--- src/rtl/chipRamPkg.sv ---
// SDR SDRAM stands in for Amiga chip RAM. Bank 0 only and one column per access.
// Mode register fixes burst length 1 and CAS latency 2. Timing constants must agree with it.
`default_nettype none

package chipRamPkg;

    ////////////////////
    // Widths
    ////////////////////

    typedef logic [31:0] ramData_t;     // One SDRAM word
    typedef logic [15:0] dmaData_t;     // One Agnus DMA word
    typedef logic [3:0]  byteMask_t;    // 1 writes the byte
    typedef logic [10:0] sdramAddr_t;   // SDRAM A10..A0
    typedef logic [9:0]  rowAddr_t;
    typedef logic [8:0]  colAddr_t;
    typedef logic [9:0]  dmaMux_t;      // Agnus DRA9..DRA0, row then column

    // SDRAM commands as issued by the sequencer
    typedef enum logic [2:0] {
        cmdNop,
        cmdPrecharge,
        cmdModeRegister,
        cmdAutoRefresh,
        cmdActivate,
        cmdRead,
        cmdWrite
    } ramCmd_e;

    // One access as handed to the sequencer
    typedef struct packed {
        rowAddr_t  row;
        colAddr_t  col;
        logic      write;
        ramData_t  wdata;
        byteMask_t mask;    // Zero on reads
    } ramReq_t;

    // Everything the controller drives toward the SDRAM
    typedef struct packed {
        logic       nCs;
        logic       nRas;
        logic       nCas;
        logic       nWe;
        logic       cke;
        sdramAddr_t addr;
        logic [3:0] dqm;    // 1 masks a byte
        ramData_t   dqOut;
        logic       dqOe;   // Write data on the bus
    } sdramPins_t;

    ////////////////////
    // SDRAM timing
    ////////////////////

    // Write burst, op mode 00, CL 2, sequential, BL 1
    localparam sdramAddr_t modeRegValue = 11'b0_0_00_010_0_000;

    localparam int unsigned casLatency = 2;    // Read command to sampled data
    localparam int unsigned rcdCycles  = 2;    // Activate to read or write

endpackage

`default_nettype wire

--- src/rtl/chipRamTop.sv ---
// Single clock design. All ports, the Agnus strobes included, are synchronous to CAS_AGNUS.
// Bank address is fixed at 0 and read and write data use separate vectors.
`default_nettype none

module chipRamTop import chipRamPkg::*; #(
    parameter int unsigned chipRamMb       = 1,    // 1 or 2 MB map
    parameter int unsigned refreshInterval = 54    // Cycles per auto-refresh
) (
    input  logic        CAS_AGNUS,
    input  logic        nRESET,
    // AXI4-Lite CPU port
    input  logic [20:0] awaddr,
    input  logic        awvalid,
    output logic        awready,
    input  ramData_t    wdata,
    input  byteMask_t   wstrb,
    input  logic        wvalid,
    output logic        wready,
    output logic        bvalid,
    input  logic        bready,
    output logic [1:0]  bresp,
    input  logic [20:0] araddr,
    input  logic        arvalid,
    output logic        arready,
    output logic        rvalid,
    input  logic        rready,
    output ramData_t    rdata,
    output logic [1:0]  rresp,
    // Agnus DMA port
    input  logic        nRas0,
    input  logic        nRas1,
    input  logic        nCasL,
    input  logic        nCasU,
    input  logic        nAwe,
    input  dmaMux_t     dra,
    input  dmaData_t    dmaWdata,
    output dmaData_t    dmaRdata,
    output logic        dmaRvalid,
    // SDRAM
    output sdramPins_t  sdram,
    input  ramData_t    dqIn
);

    ramReq_t  cpuReq;
    logic     cpuReqValid;
    logic     cpuDone;
    ramData_t rdData;
    ramReq_t  dmaReq;
    logic     dmaReqValid;
    logic     dmaDone;
    logic     dmaHalf;
    logic     refreshDue;
    logic     refreshAck;

    cpuRamPort #(.chipRamMb(chipRamMb)) cpuPort (.*);

    dmaAddrCapture #(.chipRamMb(chipRamMb)) dmaCapture (.*);

    refreshTimer #(.refreshInterval(refreshInterval)) refresh (.*);

    sdramSequencer sequencer (.*);

endmodule

`default_nettype wire

--- src/rtl/cpuRamPort.sv ---
// AXI4-Lite slave for single 32-bit transfers. One transaction in flight at a time.
// Responses are always OKAY and a stalled B or R channel holds off the next request.
`default_nettype none

module cpuRamPort import chipRamPkg::*; #(
    parameter int unsigned chipRamMb = 1    // 1 or 2 MB chip RAM map
) (
    input  logic        CAS_AGNUS,
    input  logic        nRESET,
    input  logic [20:0] awaddr,
    input  logic        awvalid,
    output logic        awready,
    input  ramData_t    wdata,
    input  byteMask_t   wstrb,
    input  logic        wvalid,
    output logic        wready,
    output logic        bvalid,
    input  logic        bready,
    output logic [1:0]  bresp,
    input  logic [20:0] araddr,
    input  logic        arvalid,
    output logic        arready,
    output logic        rvalid,
    input  logic        rready,
    output ramData_t    rdata,
    output logic [1:0]  rresp,
    output ramReq_t     cpuReq,
    output logic        cpuReqValid,
    input  logic        cpuDone,
    input  ramData_t    rdData
);

    typedef enum logic [1:0] {cpuIdle, cpuBusy, cpuRespond} cpuState_e;

    cpuState_e   state;
    logic        isWrite;   // Kind of the held transaction
    logic        wrAccept;
    logic        rdAccept;
    logic [20:0] addr;

    // AW and W are taken together, a write wins over a read in the same cycle
    assign wrAccept = (state == cpuIdle) && awvalid && wvalid;
    assign rdAccept = (state == cpuIdle) && arvalid && !wrAccept;
    assign awready  = wrAccept;
    assign wready   = wrAccept;
    assign arready  = rdAccept;
    assign addr     = wrAccept ? awaddr : araddr;

    assign cpuReqValid = (state == cpuBusy);
    assign bvalid      = (state == cpuRespond) && isWrite;     // Held until bready
    assign rvalid      = (state == cpuRespond) && !isWrite;    // Held until rready
    assign bresp       = 2'b00;
    assign rresp       = 2'b00;

    always_ff @(posedge CAS_AGNUS or negedge nRESET) begin
        if (!nRESET) begin
            state   <= cpuIdle;
            isWrite <= 1'b0;
        end else begin
            case (state)
                cpuIdle: begin
                    if (wrAccept || rdAccept) begin
                        state   <= cpuBusy;
                        isWrite <= wrAccept;
                    end
                end
                cpuBusy: begin
                    if (cpuDone) state <= cpuRespond;   // Sequencer finished the column
                end
                cpuRespond: begin
                    if ((bvalid && bready) || (rvalid && rready)) state <= cpuIdle;
                end
                default: state <= cpuIdle;
            endcase
        end
    end

    // Agnus style map. Row is A19 A17..A9, column is A20 A18 A8..A2
    always_ff @(posedge CAS_AGNUS) begin
        if (wrAccept || rdAccept) begin
            cpuReq.row   <= {addr[19], addr[17:9]};
            cpuReq.col   <= {((chipRamMb == 2) ? addr[20] : 1'b0), addr[18], addr[8:2]};
            cpuReq.write <= wrAccept;
            cpuReq.wdata <= wdata;
            cpuReq.mask  <= wrAccept ? wstrb : '0;
        end
        if (cpuDone && !isWrite) rdata <= rdData;  // Full word back to the master
    end

endmodule

`default_nettype wire

--- src/rtl/dmaAddrCapture.sv ---
// Agnus strobes are taken as synchronous to CAS_AGNUS and pass a two-stage sampler.
// DRA, nAwe and write data travel through the same stages so they stay aligned.
`default_nettype none

module dmaAddrCapture import chipRamPkg::*; #(
    parameter int unsigned chipRamMb = 1    // 1 MB takes row bit 9 from the RAS line used
) (
    input  logic     CAS_AGNUS,
    input  logic     nRESET,
    input  logic     nRas0,
    input  logic     nRas1,
    input  logic     nCasL,
    input  logic     nCasU,
    input  logic     nAwe,
    input  dmaMux_t  dra,
    input  dmaData_t dmaWdata,
    output ramReq_t  dmaReq,
    output logic     dmaReqValid,
    input  logic     dmaDone,
    output logic     dmaHalf        // 1 for the upper 16 bits
);

    // Everything Agnus presents in one cycle
    typedef struct packed {
        logic     nRas0;
        logic     nRas1;
        logic     nCasL;
        logic     nCasU;
        logic     nAwe;
        dmaMux_t  dra;
        dmaData_t wdata;
    } agnusBus_t;

    agnusBus_t stage1;
    agnusBus_t stage2;
    logic      rasSeen;     // Previous sampled RAS state
    logic      casSeen;
    logic      oneRas;
    logic      anyCas;
    logic      rowEdge;
    logic      colEdge;

    assign oneRas  = stage2.nRas0 ^ stage2.nRas1;      // Exactly one bank strobe low
    assign anyCas  = !(stage2.nCasL && stage2.nCasU);
    assign rowEdge = oneRas && !rasSeen;
    assign colEdge = anyCas && !casSeen;

    ////////////////////
    // Sampler
    ////////////////////

    always_ff @(posedge CAS_AGNUS or negedge nRESET) begin
        if (!nRESET) begin
            stage1      <= '1;  // Strobes idle high
            stage2      <= '1;
            rasSeen     <= 1'b0;
            casSeen     <= 1'b0;
            dmaReqValid <= 1'b0;
        end else begin
            stage1  <= '{nRas0, nRas1, nCasL, nCasU, nAwe, dra, dmaWdata};
            stage2  <= stage1;
            rasSeen <= oneRas;
            casSeen <= anyCas;
            if (colEdge) begin
                dmaReqValid <= 1'b1;    // One request per CAS
            end else if (dmaDone) begin
                dmaReqValid <= 1'b0;
            end
        end
    end

    ////////////////////
    // Address latches
    ////////////////////

    always_ff @(posedge CAS_AGNUS) begin
        if (rowEdge) begin
            dmaReq.row <= {((chipRamMb == 2) ? stage2.dra[9] : !stage2.nRas1), stage2.dra[8:0]};
        end
        if (colEdge) begin
            dmaReq.col   <= stage2.dra[9:1];   // DRA0 is the word half
            dmaReq.write <= !stage2.nAwe;
            dmaReq.wdata <= stage2.dra[0] ? {stage2.wdata, 16'h0000} : {16'h0000, stage2.wdata};
            dmaReq.mask  <= stage2.dra[0] ? 4'b1100 : 4'b0011;
            dmaHalf      <= stage2.dra[0];
        end
    end

endmodule

`default_nettype wire

--- src/rtl/refreshTimer.sv ---
// refreshInterval must exceed the preload so the count can reach it.
`default_nettype none

module refreshTimer #(
    parameter int unsigned refreshInterval = 54    // Cycles between auto-refresh commands
) (
    input  logic CAS_AGNUS,
    input  logic nRESET,
    input  logic refreshAck,
    output logic refreshDue
);

    // Preload on ack so an access in flight plus the idle slot fit in the interval
    localparam int unsigned leadCycles = 4;
    localparam int unsigned cntW       = $clog2(refreshInterval + 1);

    logic [cntW-1:0] count;

    always_ff @(posedge CAS_AGNUS or negedge nRESET) begin
        if (!nRESET) begin
            count      <= '0;
            refreshDue <= 1'b0;
        end else if (refreshAck) begin
            count      <= cntW'(leadCycles);   // Refresh just went out
            refreshDue <= 1'b0;
        end else if (count == cntW'(refreshInterval)) begin
            refreshDue <= 1'b1;                 // Saturated, hold until acked
        end else begin
            count <= count + 1'b1;
        end
    end

endmodule

`default_nettype wire

--- src/rtl/sdramSequencer.sv ---
// Commands are registered and decoded onto the pins. Each access is a fixed 8-cycle slot.
// Refresh beats DMA, DMA beats CPU, and a slot always closes its row with a precharge.
`default_nettype none

module sdramSequencer import chipRamPkg::*; (
    input  logic       CAS_AGNUS,
    input  logic       nRESET,
    input  ramReq_t    cpuReq,
    input  logic       cpuReqValid,
    output logic       cpuDone,
    input  ramReq_t    dmaReq,
    input  logic       dmaReqValid,
    output logic       dmaDone,
    input  logic       dmaHalf,
    input  logic       refreshDue,
    output logic       refreshAck,
    output ramData_t   rdData,
    output dmaData_t   dmaRdata,
    output logic       dmaRvalid,
    output sdramPins_t sdram,
    input  ramData_t   dqIn
);

    typedef enum logic [1:0] {seqInit, seqIdle, seqRefresh, seqAccess} seqState_e;

    // Steps count the cycle whose command is on the pins, so each load happens one step early
    localparam logic [3:0] rwStep      = 4'(rcdCycles - 1);
    localparam logic [3:0] dataStep    = 4'(rcdCycles + casLatency);   // Sample dq, precharge
    localparam logic [3:0] accessLast  = 4'd7;
    localparam logic [3:0] refreshLast = 4'd6;    // Auto-refresh then 6 NOPs
    localparam logic [3:0] initLast    = 4'd13;

    seqState_e  state;
    logic [3:0] step;
    ramCmd_e    cmd;        // Command on the pins this cycle
    logic       cke;
    logic       dqOe;
    ramReq_t    cur;        // Access in progress
    logic       curDma;
    logic       grantRefresh;
    logic       grantDma;
    logic       grantCpu;
    logic [3:0] cmdLines;   // nCs nRas nCas nWe
    sdramAddr_t addrBus;

    ////////////////////
    // Arbitration
    ////////////////////

    assign grantRefresh = (state == seqIdle) && refreshDue;
    assign grantDma     = (state == seqIdle) && !refreshDue && dmaReqValid;
    assign grantCpu     = (state == seqIdle) && !refreshDue && !dmaReqValid && cpuReqValid;

    ////////////////////
    // Pin decode
    ////////////////////

    always_comb begin
        cmdLines = 4'b1111;     // Deselect
        addrBus  = '0;
        case (cmd)
            cmdPrecharge: begin
                cmdLines = 4'b0010;
                addrBus  = 11'h400;     // A10 closes every bank
            end
            cmdModeRegister: begin
                cmdLines = 4'b0000;
                addrBus  = modeRegValue;
            end
            cmdAutoRefresh: cmdLines = 4'b0001;
            cmdActivate: begin
                cmdLines = 4'b0011;
                addrBus  = {1'b0, cur.row};
            end
            cmdRead: begin
                cmdLines = 4'b0101;
                addrBus  = {2'b00, cur.col};    // A10 low, no auto precharge
            end
            cmdWrite: begin
                cmdLines = 4'b0100;
                addrBus  = {2'b00, cur.col};
            end
            default: cmdLines = 4'b1111;
        endcase
    end

    assign sdram = '{nCs: cmdLines[3], nRas: cmdLines[2], nCas: cmdLines[1], nWe: cmdLines[0],
                     cke: cke, addr: addrBus,
                     dqm: (cmd == cmdWrite) ? ~cur.mask : 4'b0000,
                     dqOut: cur.wdata, dqOe: dqOe};

    ////////////////////
    // Command FSM
    ////////////////////

    always_ff @(posedge CAS_AGNUS or negedge nRESET) begin
        if (!nRESET) begin
            state      <= seqInit;
            step       <= '0;
            cmd        <= cmdNop;
            cke        <= 1'b0;
            dqOe       <= 1'b0;
            curDma     <= 1'b0;
            cpuDone    <= 1'b0;
            dmaDone    <= 1'b0;
            dmaRvalid  <= 1'b0;
            refreshAck <= 1'b0;
        end else begin
            cmd        <= cmdNop;     // Every command lasts one cycle
            dqOe       <= 1'b0;
            cpuDone    <= 1'b0;
            dmaDone    <= 1'b0;
            dmaRvalid  <= 1'b0;
            refreshAck <= 1'b0;
            step       <= step + 4'd1;
            case (state)
                seqInit: begin
                    case (step)
                        4'd0:       cke <= 1'b1;
                        4'd1:       cmd <= cmdPrecharge;
                        4'd2:       cmd <= cmdModeRegister;
                        4'd4, 4'd9: cmd <= cmdAutoRefresh;
                        initLast:   state <= seqIdle;
                        default:    cmd <= cmdNop;
                    endcase
                end
                seqIdle: begin
                    step <= '0;
                    if (grantRefresh) begin
                        cmd        <= cmdAutoRefresh;
                        refreshAck <= 1'b1;
                        state      <= seqRefresh;
                    end else if (grantDma || grantCpu) begin
                        cmd    <= cmdActivate;
                        curDma <= grantDma;
                        state  <= seqAccess;
                    end
                end
                seqRefresh: begin
                    if (step == refreshLast) state <= seqIdle;
                end
                seqAccess: begin
                    if (step == rwStep) begin
                        cmd  <= cur.write ? cmdWrite : cmdRead;
                        dqOe <= cur.write;
                    end
                    if (step == dataStep) begin
                        cmd       <= cmdPrecharge;
                        cpuDone   <= !curDma;
                        dmaDone   <= curDma;
                        dmaRvalid <= curDma && !cur.write;
                    end
                    if (step == accessLast) state <= seqIdle;
                end
                default: state <= seqIdle;
            endcase
        end
    end

    // Request and read data registers
    always_ff @(posedge CAS_AGNUS) begin
        if (grantDma || grantCpu) cur <= grantDma ? dmaReq : cpuReq;
        if ((state == seqAccess) && (step == dataStep)) begin
            rdData   <= dqIn;
            dmaRdata <= dmaHalf ? dqIn[31:16] : dqIn[15:0];   // Half picked by DRA0
        end
    end

endmodule

`default_nettype wire

--- config.mk ---
export PLATFORM = sky130hd
export DESIGN_NAME = chipRamTop
export DESIGN_NICKNAME = d
export VERILOG_FILES = /design/src/rtl/chipRamPkg.sv /design/src/rtl/chipRamTop.sv /design/src/rtl/cpuRamPort.sv /design/src/rtl/dmaAddrCapture.sv /design/src/rtl/refreshTimer.sv /design/src/rtl/sdramSequencer.sv
export SDC_FILE = /design/constraint.sdc
export NUM_CORES = 1
export LEC_CHECK = 0
export ABC_AREA = 1
export BUFFER_PORTS_ARGS = -buffer_cell sky130_fd_sc_hd__buf_2
export CORE_MARGIN = 1.5
export CORE_UTILIZATION = 50
export CTS_BUF_LIST = sky130_fd_sc_hd__clkbuf_16
export DETAILED_ROUTE_END_ITERATION = 10
export GPL_TIMING_DRIVEN = 0
export PLACE_DENSITY_LB_ADDON = 0.05
export SYNTH_ARGS = -nofsm -noshare
export SYNTH_HDL_FRONTEND = slang
export SYNTH_HIERARCHICAL = 1
export SYNTH_SLANG_ARGS = --single-unit
export TNS_END_PERCENT = 30
--- constraint.sdc ---
create_clock -name CAS_AGNUS -period 3.1 [get_ports CAS_AGNUS]
set_input_delay 0.775 -clock CAS_AGNUS [delete_from_list [all_inputs] [get_ports CAS_AGNUS]]
set_output_delay 0.775 -clock CAS_AGNUS [all_outputs]
set_load 0.01 [all_outputs]
# Word-level counts from Yosys, hierarchy flattened

Index checks and enable logic that the tools add are counted.

Word-level logic and storage cells: 170
Bits of input ports: 148
Output and inout bits: 111
Bits in registers: 339

Bitwise gates (word level): 3
$add $sub $neg: 2
Equal/unequal tests: 27
Mux-type cells: 41
Reduce and logical (&&, ||, !) cells: 45

Operators with widths:

| operator            | number |
|---|---|
| $mux 56             | 1 |
| $pmux 11 s4         | 1 |
| $pmux 4 s6          | 1 |
| $mux 20             | 1 |
| $logic_and 1x1->1   | 19 |
| $mux 2              | 9 |
| $mux 16             | 1 |
| $mux 1              | 14 |
| $eq 4x3->1 const B  | 3 |
| $mux 3              | 4 |
| $mux 4              | 3 |
| $mux 6              | 2 |
| $pmux 2 s3          | 2 |
| $logic_not 1->1     | 11 |
| $eq 3x3->1 const B  | 3 |
| $pmux 3 s3          | 1 |
| $eq 4x4->1 const B  | 2 |
| $ne 2x2->1 const B  | 4 |
| $pmux 2 s4          | 1 |
| $add 6x1->6 const B | 1 |
| $eq 2x2->1 const B  | 3 |
| $eq 3x2->1 const B  | 2 |
| $eq 6x6->1 const B  | 1 |
| $ne 2x1->1 const B  | 3 |
| other kinds (17)    | 25 |

# Logic depth before layout (Yosys ltp)

Gate-level depths: netlist (run 1).

Word-level depth: 8
Depth in mapped cells: 9
Mapped depth without buffers: 9

# Hierarchy

The synthesis (run 1) kept the hierarchy.

Modules (own cells, without submodules):

| module         | area each (µm²) | cells each | sequential area each (µm²) | instances |
|---|---|---|---|---|
| sdramSequencer | 5351.4          | 465        | 3523.4                     | 1 |
| dmaAddrCapture | 3691.0          | 205        | 3325.7                     | 1 |
| cpuRamPort     | 3120.5          | 188        | 2687.6                     | 1 |
| refreshTimer   | 400.4           | 46         | 175.2                      | 1 |

# Least setup slack after synthesis (run 1)

No wires, ideal clock.

Kind: input port to flip-flop
Start: in awvalid
End: reg cpuPort/cpuReq[0] (netlist name)
Required time: 2.686 ns
Arrival time: 2.369 ns
Stages on the path: 5
Setup time: 0.414 ns
Path slack: 0.317 ns
Path buffers: 1
Path through: nand2_1 -> inv_1 -> nand2_4 -> buf_2 -> nand2_1

Word-level cells in the longest chain between the ends: 5

RTL lines:

| what                             | RTL line         | RTL |
|---|---|---|
| start, declared                  | chipRamTop.sv:13 | `input logic awvalid,` |
| $logic_and 1x1->1 * (2 in a row) | cpuRamPort.sv:42 | `assign wrAccept = (state == cpuIdle) && awvalid && wvalid;` |
| $logic_not 1->1                  | cpuRamPort.sv:43 | `assign rdAccept = (state == cpuIdle) && arvalid && !wrAccept;` |
| $logic_and 1x1->1                | cpuRamPort.sv:43 |  |
| $logic_or 1x1->1 *               | cpuRamPort.sv:80 | `if (wrAccept \|\| rdAccept) begin` |

Mark *: on every way between the ends. The rest lies on a longest branch, timed or not.
A chain may end at the register's enable or synchronous reset.

==> flow_metrics.py, run 1 <==
metrics = {
    "logic_synthesis": {
        "synth_warnings": 6,
        "yosys_register_bits": 336,
        "ys_dominant_reg_cell": "edfxtp_1",
        "syn_avg_cell_area_um2": 13.9,
        "synth.distinct_cells": 39,
        "synth_cells": 904,
        "synth_edf_count": 245,
        "yosysSeqAreaShare_pct": 77.3,
        "synthArstFlopShare_pct": 27.1,
        "netlist_area_mm2": 0.0126,
    },
    "critical_path": {
        "crit_arrival_ns": 2.04,
        "startpoint_type": "register",
        "worstReg2RegStart": "cpuPort/state[1]",
        "cp.depth": 5,
        "worstSetupPathType": "reg2out",
        "path_max_fanout": 10,
        "cp_slowest_cell": "dfrtp_1",
        "endpoint_kind": "output port",
        "critical_path.top_delay_family": "compound AO/OA/AOI/OAI gates",
        "required_ns": 2.32,
        "cp_cell_sequence": "inv_1, nand3_1, o21ai_2, a22o_1, buf_2",
        "reg2reg_depth": 5,
        "slowest_delay_ns": 0.41,
        "crit_buf_inv": 2,
        "r2r_end": "cpuPort/cpuReq[52]",
        "r2r_slack_ns": 0.93,
    },
    "timing": {
        "finalCriticalPeriod_ns": 2.82,
        "whs_ns": 0.350,
        "period_share_pct": 90.9,
        "finalSetupViolations": 0,
        "hold_viol": 0,
        "drv_slew": 0,
        "skew_ns": 0.00822,
        "rsz0062_at_grt": "no",
        "slew_headroom_pct": 36.9,
        "tightest_slew_ns": 0.943,
        "fmax_ghz": 0.355,
    },
    "clocking": {
        "post_cts_buffers": 0,
        "post_cts_resized": 0,
        "cts_tree": "done",
        "cts_max_level": 2,
        "cts.sinks": 336,
        "cts_hold_buf": 0,
        "cts-root-buf": "clkbuf_16",
        "clk_path_buf_depth": 3,
        "cts_buffers": 35,
        "clock_latency_ns": 0.50,
        "clk_pin_slew_worst_paths_ns": 0.06,
    },
    "grt": {
        "grt_max_degree": 65,
        "grt_pass1_vias": 7182,
        "antenna_found_initial": 0,
        "grt_pass1_wl_um": 38600,
        "grt_use_total_pct": 19.5,
        "gr-total-overflow": 0,
    },
    "detailed_routing": {
        "wl_per_cell_um": 15.8,
        "vias": 7312,
        "avgViaCountPerCell": 4.73,
        "wirelength_um": 24500,
        "first_pass_iters": 4,
        "route.detailed.drc": 0,
        "drt_iter0_markers": 404,
        "ant_nets": 0,
    },
    "place": {
        "dp_hpwl_um": 17200,
        "globalplace.congestion": 0.787,
        "numPortBuffers": 248,
    },
    "floorplan": {
        "io_pins": 259,
        "die_w_um": 162,
        "core_mm2": 0.0245,
        "rows": 57,
        "initial_core_util_pct": 51.4,
        "die_h_um": 162,
        "dieArea_mm2": 0.0261,
    },
    "min_path": {
        "min-delay-start": "dmaCapture/stage1[24]",
        "hold_depth": 0,
        "min_to": "dmaCapture/stage2[24]",
        "hold_class": "reg2reg",
    },
    "layout": {
        "utilization_pct": 63.4,
        "antenna_cells": 0,
        "fill_cells": 1897,
        "fin_nets": 1351,
        "syn2layout_area_growth_pct": 23.4,
        "final_layout_size_suffix_gt1_share_pct": 38.8,
    },
    "power": {
        "p_leak_nw": 6.92,
        "pwr_density_cell_mw_per_mm2": 872,
        "finalPower_w": 0.0135,
        "vdd_drop_max_mv": 0.655,
    },
    "status": {
        "status": "finished clean",
    },
    "job": {
        "drv_cap": 0,
    },
}
power breakdown:
group	switching, W	internal [W]	total [W]	leakage [nW]
Clock	0.00165	0.00252	0.00417	0.595
Combinational	0.00191	0.00119	0.00311	3.02
Sequential	0.000270	0.00598	0.00625	3.30
cell families after synthesis:
family          share of synthesized area (%)
compound gates                           1.35
xor+xnor                                0.139
fa+ha+maj                               0.598
buf+inv                                  6.73
flops                                    77.3
mux                                      1.43
other cells                            0.0298
simple gates                             12.4
metrics by stage:
step / area, um^2 / setup slack, ns / instances / TNS, ns
after global routing: 15500 / 0.167 / 1547 / 0
after CTS: 15500 / 0.264 / 1547 / 0
after floorplan: 12600 / 0.317 / 908 / 0
after detailed placement: 14300 / 0.496 / 1484 / 0
final: 15500 / 0.283 / 1547 / 0
after global placement: 14200 / -0.762 / 1480 / -48.58
metal layers:
metal / vias up / GRT usage (%) / wire [um] / share of wire [%]
met5: - / 0 / 0 / 0
met4: 0 / 5.72 / 523 / 2.1
met3: 35 / 3.57 / 1580 / 6.5
met2: 278 / 31.0 / 11400 / 46
met1: 3411 / 27.5 / 11000 / 45
li1: 3588 / - / - / -
layout by cell type (no fill, tap or decap), types with 2 or more instances in the layout:
cell type,count
conb_1,5
nand4_1,7
dfrtp_1,29
o211ai_1,3
inv_1,80
nor3_1,3
dfstp_2,62
nor2_1,43
nand3b_1,3
buf_2,256
buf_4,50
clkinvlp_4,3
o21bai_1,2
nand2_4,3
buf_6,8
ha_1,6
clkbuf_16,39
a22o_1,8
bufinv_16,3
clkbuf_1,4
inv_2,5
clkinv_1,4
nand2_1,222
inv_6,2
buf_12,3
clkinv_2,8
nand2_2,4
o21ai_0,5
nand3_1,73
mux2_2,16
or2_2,2
edfxtp_1,245
nor2_4,3
nor2_2,2
Yosys cell counts, types with 5 or more instances:
library cell,instances,share of area [%]
buf_6,8,0.72
o21ai_0,5,0.20
nand3_1,73,2.9
nor2_1,44,1.3
inv_1,77,2.3
a22o_1,8,0.56
mux2_2,16,1.4
buf_2,9,0.36
nand4_1,7,0.35
ha_1,6,0.60
dfrtp_1,29,5.8
buf_4,49,2.9
edfxtp_1,245,59
nand2_1,224,6.7
dfstp_2,62,13
worst max-delay path by stage:
stage | to | startpoint | slack, ns
3_3_place_gp | cpuPort/cpuReq[50] | awvalid | -0.76
3_5_place_dp | cpuPort/cpuReq[31] | awvalid | 0.50
2_1_floorplan | cpuPort/cpuReq[0] | awvalid | 0.32
4_1_cts | sdram[45] | sequencer/cmd[0] | 0.26
5_1_grt | sdram[45] | sequencer/cmd[0] | 0.17
6_report | sdram[45] | sequencer/cmd[0] | 0.28
flip-flops by register name, summed over array words and instances (netlist names), 2 cells and up:
signal              flops
cpuPort/rdata          32
sequencer/cur          24
sequencer/rdData       32
sequencer/dmaRdata     16
cpuPort/state           2
cpuPort/cpuReq         55
refresh/count           6
sequencer/cmd           3
sequencer/sdram        32
sequencer/step          4
dmaCapture/dmaReq      54
dmaCapture/stage1      31
dmaCapture/stage2      31
sequencer/state         2
final cells by class:
cell class,instances,area [um^2],area share (%)
clock inverter,24,200,1.29
inverter,82,313,2.02
clock buffer,39,976,6.29
buffer,71,533,3.44
tap,324,405,2.61
timing repair buffer,252,1330,8.58
multi-input combinational,419,2040,13.1
sequential,336,9710,62.6
(Power assumes the default switching activity.)
==> inputs of run 2 (changes only) <==
Settings changed: CORE_ASPECT_RATIO from default to 2, CORE_UTILIZATION 50 to 44, RECOVER_POWER from default to 50.
==> flow_metrics.py, run 2 (synthesis results as in run 1) <==
metrics = {
    "grt": {
        "antenna_found_initial": 0,
        "grt_pass1_wl_um": 39800,
        "gr-total-overflow": 0,
        "grt_pass1_vias": 7715,
        "grt_use_total_pct": 17.7,
        "grt_max_degree": 59,
    },
    "clocking": {
        "cts-root-buf": "clkbuf_16",
        "cts_hold_buf": 0,
        "post_cts_resized": 0,
        "cts.sinks": 336,
        "cts_tree": "done",
        "cts_max_level": 1,
        "cts_buffers": 30,
        "clk_pin_slew_worst_paths_ns": 0.07,
        "clock_latency_ns": 0.56,
        "post_cts_buffers": 0,
        "clk_path_buf_depth": 3,
    },
    "layout": {
        "antenna_cells": 0,
        "max_flop_register": "cpuPort/cpuReq",
        "reg.largest.list": "cpuPort/cpuReq x55, dmaCapture/dmaReq x54",
        "seqCellArea_mm2": 0.00971,
        "largest_register_ffs": 55,
        "fin_nets": 1346,
        "syn2layout_area_growth_pct": 22.4,
        "mostFrequentLayoutCell": "edfxtp_1",
        "final_layout_size_suffix_gt1_share_pct": 35.6,
        "mostFrequentLayoutCells": "245 x edfxtp_1, 240 x buf_2, 226 x nand2_1",
        "multi_input_area_mm2": 0.00201,
        "fill_cells": 2488,
        "utilization_pct": 54.5,
    },
    "power": {
        "p_leak_nw": 6.78,
        "p_switching_w": 0.00378,
        "pwr_density_cell_mw_per_mm2": 878,
        "finalPower_w": 0.0135,
        "p_int_w": 0.00972,
        "vdd_drop_max_mv": 0.590,
        "power_frac_clock_pct": 30.9,
        "seq_power_share_pct": 46.2,
        "comb_power_share_pct": 22.9,
        "swShare_pct": 28.0,
    },
    "floorplan": {
        "dieArea_mm2": 0.0296,
        "rows": 87,
        "die_w_um": 122,
        "io_pins": 259,
        "initial_core_util_pct": 44.6,
        "die_h_um": 242,
        "core_mm2": 0.0282,
    },
    "timing": {
        "fmax_ghz": 0.365,
        "drv_slew": 66,
        "finalCriticalPeriod_ns": 2.74,
        "skew_ns": 0.0135,
        "hold_viol": 0,
        "rsz0062_at_grt": "no",
        "tightest_slew_ns": 1.78,
        "slew_headroom_pct": -18.6,
        "period_share_pct": 88.4,
        "fin_ws_ns": 0.360,
        "finalSetupViolations": 0,
        "fin_tns_setup_ns": 0,
    },
    "place": {
        "globalplace.congestion": 0.778,
        "pre_cts_ws_ns": 0.590,
        "dp_hpwl_um": 19300,
        "numPortBuffers": 248,
    },
    "min_path": {
        "hold_class": "in2reg",
    },
    "detailed_routing": {
        "wl_per_cell_um": 16.3,
        "first_pass_iters": 4,
        "ant_nets": 0,
        "drt_iter0_markers": 327,
        "route.detailed.drc": 0,
        "vias": 7287,
        "wirelength_um": 25700,
        "avgViaCountPerCell": 4.64,
    },
    "critical_path": {
        "path_max_fanout": 10,
        "endpoint_kind": "output port",
        "required_ns": 2.32,
        "crit_arrival_ns": 1.96,
        "startpoint_type": "register",
        "worstSetupPathType": "reg2out",
    },
    "job": {
        "drv_cap": 2,
    },
    "status": {
        "status": "finished, violations left",
        "violations": "capacitance limit, slew limit",
    },
}
-- run 2: changes by cell type in the layout (fill, tap and decap cells not counted), moves of 3 or more --
cell,before,now
buf_6,8,3
buf_2,256,240
clkinv_2,8,4
clkbuf_16,39,31
inv_2,5,2
clkbuf_1,4,28
nand2_1,222,226
nand2_2,4,1
bufinv_16,3,9
-- run 2: area by class of cell --
cell class              instances  share of cell area [%]
inverters                      82                    2.03
clock inverters                25                    2.29
repair buffers                252                    8.28
flip-flops and latches        336                    63.2
plain buffers                  71                    3.18
clock buffers                  31                    5.05
well taps                     356                    2.90
multi-input cells             419                    13.1
-- run 2: final timing paths --
| kind | to | from | cells past startpoint | slack (ns) |
|---|---|---|---|---|
| max | sdram[42] | sequencer/cmd[1] | 6 | 0.36 |
| min | dmaCapture/stage1[18] | dra[2] | 1 | 0.31 |
| max reg2reg | dmaCapture/dmaReq[15] | dmaCapture/stage2[28] | 4 | 0.46 |
| min reg2reg | dmaCapture/stage2[4] | dmaCapture/stage1[4] | 0 | 0.35 |
| max in group asynchronous | dmaCapture/rasSeen | nRESET | 2 | 0.67 |
| min in group asynchronous | sequencer/step[3] | nRESET | 1 | 0.70 |
-- run 2: power by group through the flow --
stage	Combinational [W]	Sequential, W	Clock, W
6_report	0.00309	0.00624	0.00417
2_1_floorplan	0.00200	0.00630	0
3_3_place_gp	0.00307	0.00636	0
5_1_grt	0.00346	0.00633	0.00444
3_5_place_dp	0.00320	0.00634	0
4_1_cts	0.00321	0.00626	0.00428
-- run 2: layer usage --
layer  global-route usage (%)  vias up  routed length (um)
li1                         -     3572                   -
met1                     17.7     3434                8600
met2                     34.1      234               14500
met3                     4.00       47                1680
met4                     6.81        0                 842
met5                        0        -                   0
-- run 2: metrics by stage --
step / instances / area (um^2) / hold slack, ns
floorplan: 908 / 12600 / 0.345
global placement: 1512 / 14300 / 0.346
detailed placement: 1516 / 14400 / 0.347
CTS: 1572 / 15500 / 0.162
global route: 1572 / 15400 / 0.277
finish: 1572 / 15400 / 0.308
-- run 2: worst max-delay path, cell delays in order, from the launching register on --
cell and delay, ns:
dfrtp_1 0.39, inv_1 0.09, nand2_1 0.10, o21ai_2 0.43, nand2_1 0.12, o211ai_1 0.11
buf_2 0.17
